<file path="src/hw/ldq_cfg.svh">
`ifndef LDQ_CFG_SVH
`define LDQ_CFG_SVH

// Queue depth and dispatch width
`define LDQ_SIZE     8
`define LDQ_DISP_W   2

// Load pipes, also the number of store hazard-check ports
`define LDQ_PIPES    2

`define LDQ_TAG_W    5
`define LDQ_PADDR_W  32

// Wide enough to hold a count of 0..LDQ_SIZE
`define LDQ_CNT_W    4

`endif

</file>
<file path="src/hw/ldq_pkg.sv">
`default_nettype none

`include "ldq_cfg.svh"

package ldq_pkg;

  typedef logic [`LDQ_TAG_W-1:0] tag_t;

  // Size code 0..3 stands for 1, 2, 4 and 8 bytes
  typedef logic [1:0] ld_size_t;

  typedef struct packed {
    logic valid;
    tag_t tag;
  } disp_t;

  typedef struct packed {
    logic we;
    tag_t tag;
  } alloc_t;

  // EX2 stage update from a load pipe
  typedef struct packed {
    logic                    valid;
    tag_t                    tag;
    logic [`LDQ_PADDR_W-1:0] paddr;
    ld_size_t                size;
  } ldq_upd_t;

  typedef struct packed {
    logic valid;
    tag_t tag;
  } commit_t;

  typedef struct packed {
    logic                    valid;
    tag_t                    tag;
    logic                    has_data;
    logic                    committed;
    logic [`LDQ_PADDR_W-1:0] paddr;
    ld_size_t                size;
  } ldq_entry_t;

  typedef struct packed {
    logic                    valid;
    tag_t                    tag;
    logic [`LDQ_PADDR_W-1:0] paddr;
    ld_size_t                size;
  } st_haz_req_t;

  typedef struct packed {
    logic hit;
    tag_t tag;
  } st_haz_rsp_t;

  // ----------------------------------------------------------------------
  // Helpers shared by the queue and the testbench
  // ----------------------------------------------------------------------

  // A is older when B - A wraps into the lower half, excluding zero
  function automatic logic tag_older(input tag_t a, input tag_t b);
    tag_t diff;
    diff = b - a;
    return (diff != '0) && !diff[`LDQ_TAG_W-1];
  endfunction

  function automatic logic [7:0] byte_mask(input ld_size_t size, input logic [2:0] addr_lo);
    logic [7:0] base;
    case (size)
      2'd0:    base = 8'h01;
      2'd1:    base = 8'h03;
      2'd2:    base = 8'h0f;
      default: base = 8'hff;
    endcase
    return base << addr_lo;
  endfunction

endpackage

`default_nettype wire

</file>
<file path="src/hw/ldq_entry.sv">
`default_nettype none
`timescale 1ns/100ps

`include "ldq_cfg.svh"

module ldq_entry (
  input  wire logic              i_clk,
  input  wire logic              i_reset_n,
  input  wire ldq_pkg::alloc_t   i_alloc,
  input  wire ldq_pkg::ldq_upd_t i_upd [`LDQ_PIPES],
  input  wire ldq_pkg::commit_t  i_commit,
  input  wire logic              i_flush,
  input  wire logic              i_is_oldest,
  output ldq_pkg::ldq_entry_t    o_entry,
  output logic                   o_finish
);

  logic                    r_valid;
  logic                    r_has_data;
  logic                    r_committed;
  ldq_pkg::tag_t           r_tag;
  logic [`LDQ_PADDR_W-1:0] r_paddr;
  ldq_pkg::ld_size_t       r_size;

  logic [`LDQ_PIPES-1:0]   w_upd_hit;
  logic                    w_upd_valid;
  logic [`LDQ_PADDR_W-1:0] w_upd_paddr;
  ldq_pkg::ld_size_t       w_upd_size;
  logic                    w_commit_hit;

  // ----------------------------------------------------------------------
  // EX2 update match across load pipes
  // ----------------------------------------------------------------------
  // At most one pipe carries a given tag in a cycle
  always_comb begin : upd_sel_blk
    w_upd_paddr = '0;
    w_upd_size  = '0;
    for (int p = 0; p < `LDQ_PIPES; p++) begin
      w_upd_hit[p] = r_valid && i_upd[p].valid && (i_upd[p].tag == r_tag);
      if (w_upd_hit[p]) begin
        w_upd_paddr = i_upd[p].paddr;
        w_upd_size  = i_upd[p].size;
      end
    end
  end

  assign w_upd_valid  = |w_upd_hit;
  assign w_commit_hit = r_valid && i_commit.valid && (i_commit.tag == r_tag);

  // Leaves the queue only from the head
  assign o_finish = r_valid && r_committed && r_has_data && i_is_oldest;

  always_ff @(posedge i_clk or negedge i_reset_n) begin
    if (!i_reset_n) begin
      r_valid     <= 1'b0;
      r_has_data  <= 1'b0;
      r_committed <= 1'b0;
    end else if (i_flush) begin
      r_valid     <= 1'b0;
      r_has_data  <= 1'b0;
      r_committed <= 1'b0;
    end else if (i_alloc.we) begin
      r_valid     <= 1'b1;
      r_has_data  <= 1'b0;
      r_committed <= 1'b0;
    end else if (o_finish) begin
      r_valid     <= 1'b0;
      r_has_data  <= 1'b0;
      r_committed <= 1'b0;
    end else begin
      if (w_upd_valid) begin
        r_has_data <= 1'b1;
      end
      if (w_commit_hit) begin
        r_committed <= 1'b1;
      end
    end
  end

  // Payload
  always_ff @(posedge i_clk) begin
    if (i_alloc.we) begin
      r_tag <= i_alloc.tag;
    end
    if (w_upd_valid) begin
      r_paddr <= w_upd_paddr;
      r_size  <= w_upd_size;
    end
  end

  assign o_entry.valid     = r_valid;
  assign o_entry.tag       = r_tag;
  assign o_entry.has_data  = r_has_data;
  assign o_entry.committed = r_committed;
  assign o_entry.paddr     = r_paddr;
  assign o_entry.size      = r_size;

endmodule

`default_nettype wire

</file>
<file path="src/hw/ldq_haz_check.sv">
`default_nettype none
`timescale 1ns/100ps

`include "ldq_cfg.svh"

module ldq_haz_check (
  input  wire logic                 i_clk,
  input  wire logic                 i_reset_n,
  input  wire ldq_pkg::ldq_entry_t  i_entries [`LDQ_SIZE],
  input  wire logic [`LDQ_SIZE-1:0] i_out_ptr_oh,
  input  wire ldq_pkg::st_haz_req_t i_haz_req [`LDQ_PIPES],
  output ldq_pkg::st_haz_rsp_t      o_haz_rsp [`LDQ_PIPES]
);

  localparam int IDX_W = $clog2(`LDQ_SIZE);

  logic [IDX_W-1:0] w_out_idx;

  always_comb begin : out_idx_blk
    w_out_idx = '0;
    for (int e = 0; e < `LDQ_SIZE; e++) begin
      if (i_out_ptr_oh[e]) begin
        w_out_idx = IDX_W'(e);
      end
    end
  end

  // ----------------------------------------------------------------------
  // One search per store pipe
  // ----------------------------------------------------------------------
  for (genvar p = 0; p < `LDQ_PIPES; p++) begin : g_pipe
    logic [7:0]           w_st_mask;
    logic [`LDQ_SIZE-1:0] w_haz_vld;
    ldq_pkg::tag_t        w_sel_tag;
    logic                 r_hit;
    ldq_pkg::tag_t        r_tag;

    assign w_st_mask = ldq_pkg::byte_mask(i_haz_req[p].size, i_haz_req[p].paddr[2:0]);

    // Younger load with data in the same 8-byte word, bytes overlapping
    for (genvar e = 0; e < `LDQ_SIZE; e++) begin : g_entry
      assign w_haz_vld[e] =
        i_haz_req[p].valid && i_entries[e].valid && i_entries[e].has_data &&
        ldq_pkg::tag_older(i_haz_req[p].tag, i_entries[e].tag) &&
        (i_haz_req[p].paddr[`LDQ_PADDR_W-1:3] == i_entries[e].paddr[`LDQ_PADDR_W-1:3]) &&
        (|(w_st_mask & ldq_pkg::byte_mask(i_entries[e].size, i_entries[e].paddr[2:0])));
    end

    // Walk from the head, wrapping, and keep the first hit
    always_comb begin : oldest_sel_blk
      logic             found;
      logic [IDX_W-1:0] idx;
      found     = 1'b0;
      w_sel_tag = '0;
      for (int i = 0; i < `LDQ_SIZE; i++) begin
        idx = w_out_idx + IDX_W'(i);
        if (!found && w_haz_vld[idx]) begin
          found     = 1'b1;
          w_sel_tag = i_entries[idx].tag;
        end
      end
    end

    always_ff @(posedge i_clk or negedge i_reset_n) begin
      if (!i_reset_n) begin
        r_hit <= 1'b0;
      end else begin
        r_hit <= |w_haz_vld;
      end
    end

    always_ff @(posedge i_clk) begin
      r_tag <= w_sel_tag;
    end

    assign o_haz_rsp[p].hit = r_hit;
    assign o_haz_rsp[p].tag = r_tag;
  end

endmodule

`default_nettype wire

</file>
<file path="src/hw/ldq_ptr_ctrl.sv">
`default_nettype none
`timescale 1ns/100ps

`include "ldq_cfg.svh"

module ldq_ptr_ctrl (
  input  wire logic                 i_clk,
  input  wire logic                 i_reset_n,
  input  wire ldq_pkg::disp_t       i_disp [`LDQ_DISP_W],
  input  wire logic                 i_flush,
  input  wire logic [`LDQ_SIZE-1:0] i_entry_valid,
  input  wire logic [`LDQ_SIZE-1:0] i_finish,
  output ldq_pkg::alloc_t           o_alloc [`LDQ_SIZE],
  output logic [`LDQ_SIZE-1:0]      o_out_ptr_oh,
  output logic                      o_ret_valid,
  output logic [`LDQ_CNT_W-1:0]     o_ret_cnt
);

  logic [`LDQ_SIZE-1:0]  r_in_ptr_oh;
  logic [`LDQ_SIZE-1:0]  r_out_ptr_oh;
  logic [`LDQ_SIZE-1:0]  w_slot_ptr_oh [`LDQ_DISP_W];
  logic [`LDQ_CNT_W-1:0] w_disp_cnt;
  logic [`LDQ_CNT_W-1:0] w_valid_cnt;
  logic                  r_ret_valid;
  logic [`LDQ_CNT_W-1:0] r_ret_cnt;

  // Rotate a one-hot pointer left by n entries
  function automatic logic [`LDQ_SIZE-1:0] rotl(input logic [`LDQ_SIZE-1:0] v,
                                                input logic [`LDQ_CNT_W-1:0] n);
    logic [2*`LDQ_SIZE-1:0] dbl;
    dbl = {v, v} << n;
    return dbl[2*`LDQ_SIZE-1:`LDQ_SIZE];
  endfunction

  always_comb begin : count_blk
    w_disp_cnt  = '0;
    w_valid_cnt = '0;
    for (int k = 0; k < `LDQ_DISP_W; k++) begin
      w_disp_cnt = w_disp_cnt + `LDQ_CNT_W'(i_disp[k].valid);
    end
    for (int e = 0; e < `LDQ_SIZE; e++) begin
      w_valid_cnt = w_valid_cnt + `LDQ_CNT_W'(i_entry_valid[e]);
    end
  end

  // ----------------------------------------------------------------------
  // Slot placement, slot k lands k entries after the in pointer
  // ----------------------------------------------------------------------
  for (genvar k = 0; k < `LDQ_DISP_W; k++) begin : g_slot
    assign w_slot_ptr_oh[k] = rotl(r_in_ptr_oh, `LDQ_CNT_W'(k));
  end

  always_comb begin : alloc_blk
    for (int e = 0; e < `LDQ_SIZE; e++) begin
      o_alloc[e] = '0;
      for (int k = 0; k < `LDQ_DISP_W; k++) begin
        if (i_disp[k].valid && w_slot_ptr_oh[k][e]) begin
          o_alloc[e].we  = 1'b1;
          o_alloc[e].tag = i_disp[k].tag;
        end
      end
    end
  end

  // Only the oldest entry can finish, so the out pointer moves by one
  always_ff @(posedge i_clk or negedge i_reset_n) begin
    if (!i_reset_n) begin
      r_in_ptr_oh  <= `LDQ_SIZE'(1);
      r_out_ptr_oh <= `LDQ_SIZE'(1);
    end else if (i_flush) begin
      r_in_ptr_oh  <= `LDQ_SIZE'(1);
      r_out_ptr_oh <= `LDQ_SIZE'(1);
    end else begin
      r_in_ptr_oh <= rotl(r_in_ptr_oh, w_disp_cnt);
      if (|i_finish) begin
        r_out_ptr_oh <= rotl(r_out_ptr_oh, `LDQ_CNT_W'(1));
      end
    end
  end

  // Credit return, a flush returns everything that was occupied
  always_ff @(posedge i_clk or negedge i_reset_n) begin
    if (!i_reset_n) begin
      r_ret_valid <= 1'b0;
      r_ret_cnt   <= '0;
    end else if (i_flush) begin
      r_ret_valid <= |i_entry_valid;
      r_ret_cnt   <= w_valid_cnt;
    end else begin
      r_ret_valid <= |i_finish;
      r_ret_cnt   <= (|i_finish) ? `LDQ_CNT_W'(1) : '0;
    end
  end

  assign o_out_ptr_oh = r_out_ptr_oh;
  assign o_ret_valid  = r_ret_valid;
  assign o_ret_cnt    = r_ret_cnt;

endmodule

`default_nettype wire

</file>
<file path="src/hw/ldq_top.sv">
`default_nettype none
`timescale 1ns/100ps

`include "ldq_cfg.svh"

module ldq_top (
  input  wire logic                  i_clk,
  input  wire logic                  i_reset_n,
  input  wire ldq_pkg::disp_t        i_disp [`LDQ_DISP_W],
  input  wire ldq_pkg::ldq_upd_t     i_upd [`LDQ_PIPES],
  input  wire ldq_pkg::commit_t      i_commit,
  input  wire logic                  i_flush,
  input  wire ldq_pkg::st_haz_req_t  i_haz_req [`LDQ_PIPES],
  output ldq_pkg::st_haz_rsp_t       o_haz_rsp [`LDQ_PIPES],
  output logic                       o_ret_valid,
  output logic [`LDQ_CNT_W-1:0]      o_ret_cnt
);

  ldq_pkg::alloc_t     w_alloc [`LDQ_SIZE];
  ldq_pkg::ldq_entry_t w_entries [`LDQ_SIZE];
  logic [`LDQ_SIZE-1:0] w_out_ptr_oh;
  logic [`LDQ_SIZE-1:0] w_entry_valid;
  logic [`LDQ_SIZE-1:0] w_finish;

  ldq_ptr_ctrl u_ptr_ctrl (
    .i_clk         (i_clk),
    .i_reset_n     (i_reset_n),
    .i_disp        (i_disp),
    .i_flush       (i_flush),
    .i_entry_valid (w_entry_valid),
    .i_finish      (w_finish),
    .o_alloc       (w_alloc),
    .o_out_ptr_oh  (w_out_ptr_oh),
    .o_ret_valid   (o_ret_valid),
    .o_ret_cnt     (o_ret_cnt)
  );

  // ----------------------------------------------------------------------
  // Queue entries
  // ----------------------------------------------------------------------
  for (genvar e = 0; e < `LDQ_SIZE; e++) begin : g_entry
    ldq_entry u_entry (
      .i_clk       (i_clk),
      .i_reset_n   (i_reset_n),
      .i_alloc     (w_alloc[e]),
      .i_upd       (i_upd),
      .i_commit    (i_commit),
      .i_flush     (i_flush),
      .i_is_oldest (w_out_ptr_oh[e]),
      .o_entry     (w_entries[e]),
      .o_finish    (w_finish[e])
    );

    assign w_entry_valid[e] = w_entries[e].valid;
  end

  // Store to load hazard search
  ldq_haz_check u_haz_check (
    .i_clk        (i_clk),
    .i_reset_n    (i_reset_n),
    .i_entries    (w_entries),
    .i_out_ptr_oh (w_out_ptr_oh),
    .i_haz_req    (i_haz_req),
    .o_haz_rsp    (o_haz_rsp)
  );

endmodule

`default_nettype wire

</file>
<file path="config.mk">
export PLATFORM = sky130hd
export DESIGN_NAME = ldq_top
export DESIGN_NICKNAME = d
export VERILOG_FILES = /design/src/hw/ldq_pkg.sv /design/src/hw/ldq_entry.sv /design/src/hw/ldq_haz_check.sv /design/src/hw/ldq_ptr_ctrl.sv /design/src/hw/ldq_top.sv
export VERILOG_INCLUDE_DIRS = /design/src /design/src/hw
export SDC_FILE = /design/constraint.sdc
export NUM_CORES = 2
export LEC_CHECK = 0
export ABC_AREA = 1
export BUFFER_PORTS_ARGS = -buffer_cell sky130_fd_sc_hd__buf_2
export CAP_MARGIN = 20
export CORE_MARGIN = 5
export CORE_UTILIZATION = 25
export CTS_BUF_LIST = sky130_fd_sc_hd__clkbuf_8
export CTS_CLUSTER_SIZE = 20
export DETAILED_ROUTE_END_ITERATION = 10
export SYNTH_ARGS = -nofsm -noshare
export SYNTH_HDL_FRONTEND = slang
export SYNTH_SLANG_ARGS = --single-unit
</file>
<file path="constraint.sdc">
create_clock -name i_clk -period 5.1 [get_ports i_clk]
set_input_delay 1.02 -clock i_clk [delete_from_list [all_inputs] [get_ports i_clk]]
set_output_delay 1.02 -clock i_clk [all_outputs]
set_load 0.005 [all_outputs]
</file>
# Word-level counts from Yosys, hierarchy flattened
# Index checks and enable logic that the tools add are counted.
[word_totals] elab_cells=750 output_inout_bits=17 reg_bits=369 in_bits=181
[classes] n_eq_ne=60 bitwise_logic=24 n_lt_le_gt_ge=16 muxes=245 n_reduce_logical=307 n_addsub=31 n_shift=11
[op_table] op="$bmux W42 S3" count=8
[op_table] op="$mux W41" count=16
[op_table] op="$mux W32" count=16
[op_table] op="$eq A29 B29 Y1" count=16
[op_table] op="$pmux W8 S3" count=10
[op_table] op="$logic_and A1 B1 Y1" count=198
[op_table] op="$reduce_or A8 Y1" count=20
[op_table] op="$and A8 B8 Y8" count=16
[op_table] op="$mux W1" count=121
[op_table] op="$eq A5 B5 Y1" count=24
[op_table] op="$mux W6" count=16
[op_table] op="$mux W5" count=16
[op_table] op="$reduce_bool A5 Y1" count=16
[op_table] op="$shl A8 B3 Y8" count=10
[op_table] op="$sub A5 B5 Y5" count=16
[op_table] op="$reduce_bool A4 Y1" count=16
[op_table] op="$bmux W1 S3" count=16
[op_table] op="$ge A4 B4 Y1 const B" count=8
[op_table] op="$lt A3 B4 Y1 const B" count=8
[op_table] op="$mux W2" count=16
[op_table] op="$not A3 Y4" count=8
[op_table] op="$logic_not A1 Y1" count=30
[op_table] op="$add A4 B1 Y4" count=6
[op_table] op="$mux W8" count=3
[op_table] op="13 further kinds" count=64

# Logic depth before layout (Yosys ltp)
[logic_depth] ltp_word=31 depth_mapped=28 ltp_nobuf=28

# By module
# Synthesis repeated with hierarchy kept, for this count alone.
[hier_totals] cells_unflattened=5206 area_unflattened_um2=34217.8
[by_module_without_submodules] mod="ldq_entry" n_inst=8 seq_area_each_um2=1246.2 cells_per_inst=242 area_per_inst_um2=2128.3
[by_module_without_submodules] mod="ldq_haz_check" n_inst=1 seq_area_each_um2=250.2 cells_per_inst=3029 area_per_inst_um2=15499.9
[by_module_without_submodules] mod="ldq_ptr_ctrl" n_inst=1 seq_area_each_um2=528.0 cells_per_inst=241 area_per_inst_um2=1691.6

# Worst setup path after synthesis
# Ideal clock, no wire load.
[synth_timing] path_kind="in2reg" startpoint="input port i_haz_req[75] in the netlist's numbering" endpoint="register u_haz_check.g_pipe[0].r_tag[3]" path_stages=24 n_path_buf=1 required_time_ns=4.987 setup_time_ns=0.113 slack_ns=1.630 arrival_ns=3.358 cell_sequence="inv_1 > ha_1 > nand2_1 > nand2_1 > or2_2 > a21oi_1 > o21ai_0 > nand3_1 > nor2_1 > nand3_1 > nand2_1 > nand2_1 > nand2_1 > nand2_1 > nand2_2 > nor2_4 > nand4_4 > nor2_4 > buf_6 > nand3_1 > nand2_1 > clkinv_1 > nand2_1 > nand2_1"
[synth_between] elab_chain_len=30 word_cells_on_any_way=101 cone_classes="add/sub: 8; mux: 31; reduce/logical: 62"
[synth_rtl] item="start, declared" line="ldq_top.sv:13" rtl="input wire ldq_pkg::st_haz_req_t i_haz_req [`LDQ_PIPES],"
[synth_rtl] item="$sub A5 B5 Y5" line="ldq_pkg.sv:63" rtl="diff = b - a;"
[synth_rtl] item="$reduce_bool A5 Y1 or $logic_not A1 Y1 (tied branches)" line="ldq_pkg.sv:64" rtl="return (diff != '0) && !diff[`LDQ_TAG_W-1];"
[synth_rtl] item="$logic_and A1 B1 Y1" line="ldq_pkg.sv:64"
[synth_rtl] item="$logic_and A1 B1 Y1 (3 in a row)" line="ldq_haz_check.sv:43" rtl="i_haz_req[p].valid && i_entries[e].valid && i_entries[e].has_data &&"
[synth_rtl] item="$bmux W1 S3" line="ldq_haz_check.sv:57" rtl="if (!found && w_haz_vld[idx]) begin"
[synth_rtl] item="$mux W1 (not written as such)" line="ldq_haz_check.sv:57"
[synth_rtl] item="$mux W1" line="ldq_haz_check.sv:57"
[synth_rtl] item="$logic_not A1 Y1" line="ldq_haz_check.sv:57"
[synth_rtl] item="[... 13 more ...]"
[synth_rtl] item="$mux W1" line="ldq_haz_check.sv:57"
[synth_rtl] item="$logic_not A1 Y1" line="ldq_haz_check.sv:57"
[synth_rtl] item="$logic_and A1 B1 Y1" line="ldq_haz_check.sv:57"
[synth_rtl] item="$mux W1" line="ldq_haz_check.sv:57"
[synth_rtl] item="$logic_not A1 Y1" line="ldq_haz_check.sv:57"
[synth_rtl] item="$logic_and A1 B1 Y1" line="ldq_haz_check.sv:57"
[synth_rtl] item="$mux W5 *" line="ldq_haz_check.sv:57"
[synth_rtl] item="net u_haz_check.g_pipe[0].w_sel_tag[3]" line="ldq_haz_check.sv:34" rtl="ldq_pkg::tag_t w_sel_tag;"
[synth_rtl] item="end signal, assigned" line="ldq_haz_check.sv:73" rtl="r_tag <= w_sel_tag;"
[synth_rtl] item="end, declared" line="ldq_haz_check.sv:36" rtl="ldq_pkg::tag_t r_tag;"
# Mark *: on every way through the listed nets, which the timed path passes. The rest lies on a longest branch. The select of a mux whose other input is x is not followed.
# A chain may end at the register's enable or synchronous reset.

# Final worst setup path
[layout_timing] startpoint="register g_entry[2].u_entry.r_tag[1]" endpoint="register u_haz_check.g_pipe[0].r_tag[3]"
[layout_between] elab_chain_len=30 word_cells_on_any_way=52 cone_classes="add/sub: 1; mux: 31; reduce/logical: 20"
[layout_rtl] item="start, declared" line="ldq_entry.sv:21" rtl="ldq_pkg::tag_t r_tag;"
[layout_rtl] item="start signal, assigned" line="ldq_entry.sv:83" rtl="r_tag <= i_alloc.tag;"
[layout_rtl] item="$sub A5 B5 Y5 *" line="ldq_pkg.sv:63"
[layout_rtl] item="$reduce_bool A5 Y1 or $logic_not A1 Y1 (tied branches)" line="ldq_pkg.sv:64"
[layout_rtl] item="$logic_and A1 B1 Y1 *" line="ldq_pkg.sv:64"
[layout_rtl] item="$logic_and A1 B1 Y1 * (3 in a row)" line="ldq_haz_check.sv:43"
[layout_rtl] item="$bmux W1 S3" line="ldq_haz_check.sv:57"
[layout_rtl] item="$mux W1 (not written as such)" line="ldq_haz_check.sv:57"
[layout_rtl] item="$mux W1" line="ldq_haz_check.sv:57"
[layout_rtl] item="$logic_not A1 Y1" line="ldq_haz_check.sv:57"
[layout_rtl] item="[... 13 more ...]"
[layout_rtl] item="$mux W1" line="ldq_haz_check.sv:57"
[layout_rtl] item="$logic_not A1 Y1" line="ldq_haz_check.sv:57"
[layout_rtl] item="$logic_and A1 B1 Y1" line="ldq_haz_check.sv:57"
[layout_rtl] item="$mux W1" line="ldq_haz_check.sv:57"
[layout_rtl] item="$logic_not A1 Y1" line="ldq_haz_check.sv:57"
[layout_rtl] item="$logic_and A1 B1 Y1" line="ldq_haz_check.sv:57"
[layout_rtl] item="$mux W5 *" line="ldq_haz_check.sv:57"
[layout_rtl] item="net u_haz_check.g_pipe[0].w_sel_tag[3]" line="ldq_haz_check.sv:34"
# Marked as above.

==> metrics <==
CTS tree done; Max-Cap Viols 0; Post-Place Worst Slack between 0.3 and 0.4 ns; Max rail drop VDD between 0.0001 and 0.00015 V; crit path from g_entry[2].u_entry.r_tag[1]; Crit path max-delay family simple AND/OR/NAND/NOR gates; # DRC 0; Worst setup SP type flop; non-filler instance count after layout 7161; Data required, critical path between 5 and 6 ns; WL final around 230000 um; CTS Buf Count 69; status complete, no violations; sequential standard cell area ~0.011 mm2; die span in y ~380 um; ranking of synthesized cells by area edfxtp_1, nand2_1, o22ai_1; Hold Vio Cnt, Final 0; layout cells sized above 1 between 10% and 20%; Final Wtd Congestion between 1 and 1.5; Via Count ~40000; crit path capture u_haz_check.g_pipe[0].r_tag[3]; ordered cell list for the critical path ha_1 -> nand2_1 -> nand2_1 -> or2_2 -> a21oi_1 -> o21ai_0 -> nand3_1 -> nor2_1 -> buf_4 -> nand3_1 -> nand2_1 -> nand2_1 -> nand2_1 -> nand2_1 -> nand2_2 -> nor2_4 -> nand4_4 -> nor2_4 -> buf_4 -> nand3_1 -> nand2_1 -> clkinv_1 -> nand2_1 -> nand2_1; Synthesis Warnings 0; post-layout min period approximately 4.2 ns; slowest stage cell, crit path edfxtp_1; clk_lat worst skew 0.80 ns; reg2reg start g_entry[2].u_entry.r_tag[1]; commonest non-fill, non-tap cell in the layout nand2_1; number of synthesized flops with an enable pin approximately 310; CP max stage delay 0.71 ns; clk buf depth 3; Starting Density ~25%; placed cell areas between 0.03 and 0.04 mm2; Crit Path Max Fanout 12; core box area about 0.13 mm2; Leakage ~18 nW; power density over the cells 229.3 mW/mm2; period utilization 81.97%; drt first pass iters 9; Slew @ Worst Pin ~1.0 ns; Final Cell Area 0.03864 mm2; Crit Path Class flop to flop; Levels on crit path 24; clk root buf clkbuf_8; CP bufs+invs 3; multi-input logic area 0.01939 mm2; Top-Level Pins approximately 200; final setup margin about 0.92 ns; I/O Buffers about 200; flops & latches, synth 369; fraction of registers with async set or reset after synthesis between 10 and 15%; Top FF cell, synth edfxtp_1; final net count between 5000 and 6000; Worst Skew just under 0.05 ns; Fillers 14862; Resize count post-CTS 0; Seq/Total Area, Yosys between 30 and 40%; Worst slew margin 30.50%; Final ANT Viol Nets 0; Mean Syn Cell Area about 6.6 um2; Row Count roughly 130; synthesized area roughly 0.033 mm2; cts hold-fix bufs 0; die area 0.1409 mm2; commonest cells after routing, fill and taps aside nand2_1, inv_1, nor2_1; fmax 239.2 MHz; Placed Cells incl. Taps 7029; vias in the first global route approximately 36000; largest net degree at the start of global routing between 50 and 60; Routed WL per cell approximately 31 um; Worst Setup End Kind flop; first-pass GRT wire length roughly 300000 um; postcts setup bufs 0; HPWL after detailed placement around 180000 um; Final setup viols 0; Clock Sinks between 300 and 400; Yosys top cell by area edfxtp_1; Layout area overhead 15.80%; CTS clk-pin slew, worst paths 0.08 ns; Hold Path Class primary input to async pin; post-synth top area share between 20% and 30%; reg2reg end u_haz_check.g_pipe[0].r_tag[3]; reg-to-reg setup timing slack roughly 0.92 ns; Synth cell types 62; CP Data Arrival Time between 4 and 5 ns; synthesized instance count ~5100; fin. max-slew vios 0; cells on worst reg2reg path 24; syn_nets around 5300; gr ovfl total 0; global-route usage over all layers 30.58%; vias per std cell approximately 5.5; DIE WIDTH between 300 and 400 um; RSZ-0062 raised after global routing false; Setup TNS Final 0 ns; most used cell along the critical path nand2_1; Initial DRC Count between 6000 and 7000; H-tree depth 3; initial antenna violation count 12
-- metal layers --
layer  global-route usage [%]  part of all wire [%]
met1                    42.19                    42
met2                    44.87                    41
met3                    7.023                    11
met4                    14.89                   6.0
met5                        0                 0.022
-- cells by family after synthesis --
| group | count (synthesis) | synth area share [%] |
|---|---|---|
| buf+inv | 855 | 10.05 |
| xor+xnor | 253 | 6.640 |
| flops | 369 | 32.20 |
| simple gates | 2743 | 34.38 |
| fa+ha+maj | 75 | 2.902 |
| compound gates | 773 | 13.82 |
-- registers in the layout (all words and copies together) (netlist names), 4 cells and up --
signal	cells
g_entry.u_entry.r_committed	8
u_haz_check.g_pipe.r_tag	10
u_ptr_ctrl.o_out_ptr_oh	8
g_entry.u_entry.r_has_data	8
g_entry.u_entry.r_size	16
u_ptr_ctrl.r_in_ptr_oh	8
g_entry.u_entry.r_valid	8
u_ptr_ctrl.o_ret_cnt	4
g_entry.u_entry.r_tag	40
g_entry.u_entry.r_paddr	256
-- Yosys cell counts, types with 15 or more instances --
master,n
ha_1,71
a2111oi_0,15
xnor2_1,166
nand3_1,319
nor2_1,535
o21ai_0,180
a221oi_1,19
o22ai_1,402
or2_2,27
edfxtp_1,312
clkbuf_1,95
nand3b_1,24
a21oi_1,110
xor2_1,87
buf_2,64
dfrtp_1,45
inv_2,20
o21bai_1,15
nand4_1,112
nand2_1,1626
nor3_1,35
inv_1,647
-- worst min path at each step --
stage,from,end,slack [ns],depth (start not counted)
after floorplan,g_entry[2].u_entry.r_has_data,g_entry[2].u_entry.r_has_data,0.46,2
after global placement,g_entry[6].u_entry.r_has_data,g_entry[6].u_entry.r_has_data,0.47,2
after global routing,i_reset_n,u_haz_check.g_pipe[1].r_hit,0.40,2
after detailed placement,g_entry[6].u_entry.r_has_data,g_entry[6].u_entry.r_has_data,0.47,2
final,i_reset_n,u_haz_check.g_pipe[1].r_hit,0.35,2
after CTS,i_reset_n,u_haz_check.g_pipe[1].r_hit,0.31,2
-- cell type report --
class | instances | share of cell area [%]
well taps | 1768 | 5.724
clock inverters | 49 | 1.052
inverters | 680 | 6.605
repair buffers | 368 | 6.003
clock buffers | 72 | 2.564
multi-input cells | 3844 | 50.17
flip-flops and latches | 369 | 27.81
diodes | 11 | 0.07123
-- power breakdown --
group	internal, mW	switching (mW)	total (mW)
clock	1.64	1.53	3.17
sequential	3.34	0.167	3.51
combinational	0.588	1.59	2.18
total	5.57	3.29	8.86
-- metrics by stage --
step,hold slack (ns),util [%],power [mW]
finish,0.3516,29.03,8.859
CTS,0.3088,29.01,8.803
floorplan,0.4601,-,4.609
detailed placement,0.4733,27.96,5.647
global route,0.4011,29.01,9.121
global placement,0.4698,27.96,5.649
No activity file was read; power rests on OpenSTA's default activity.
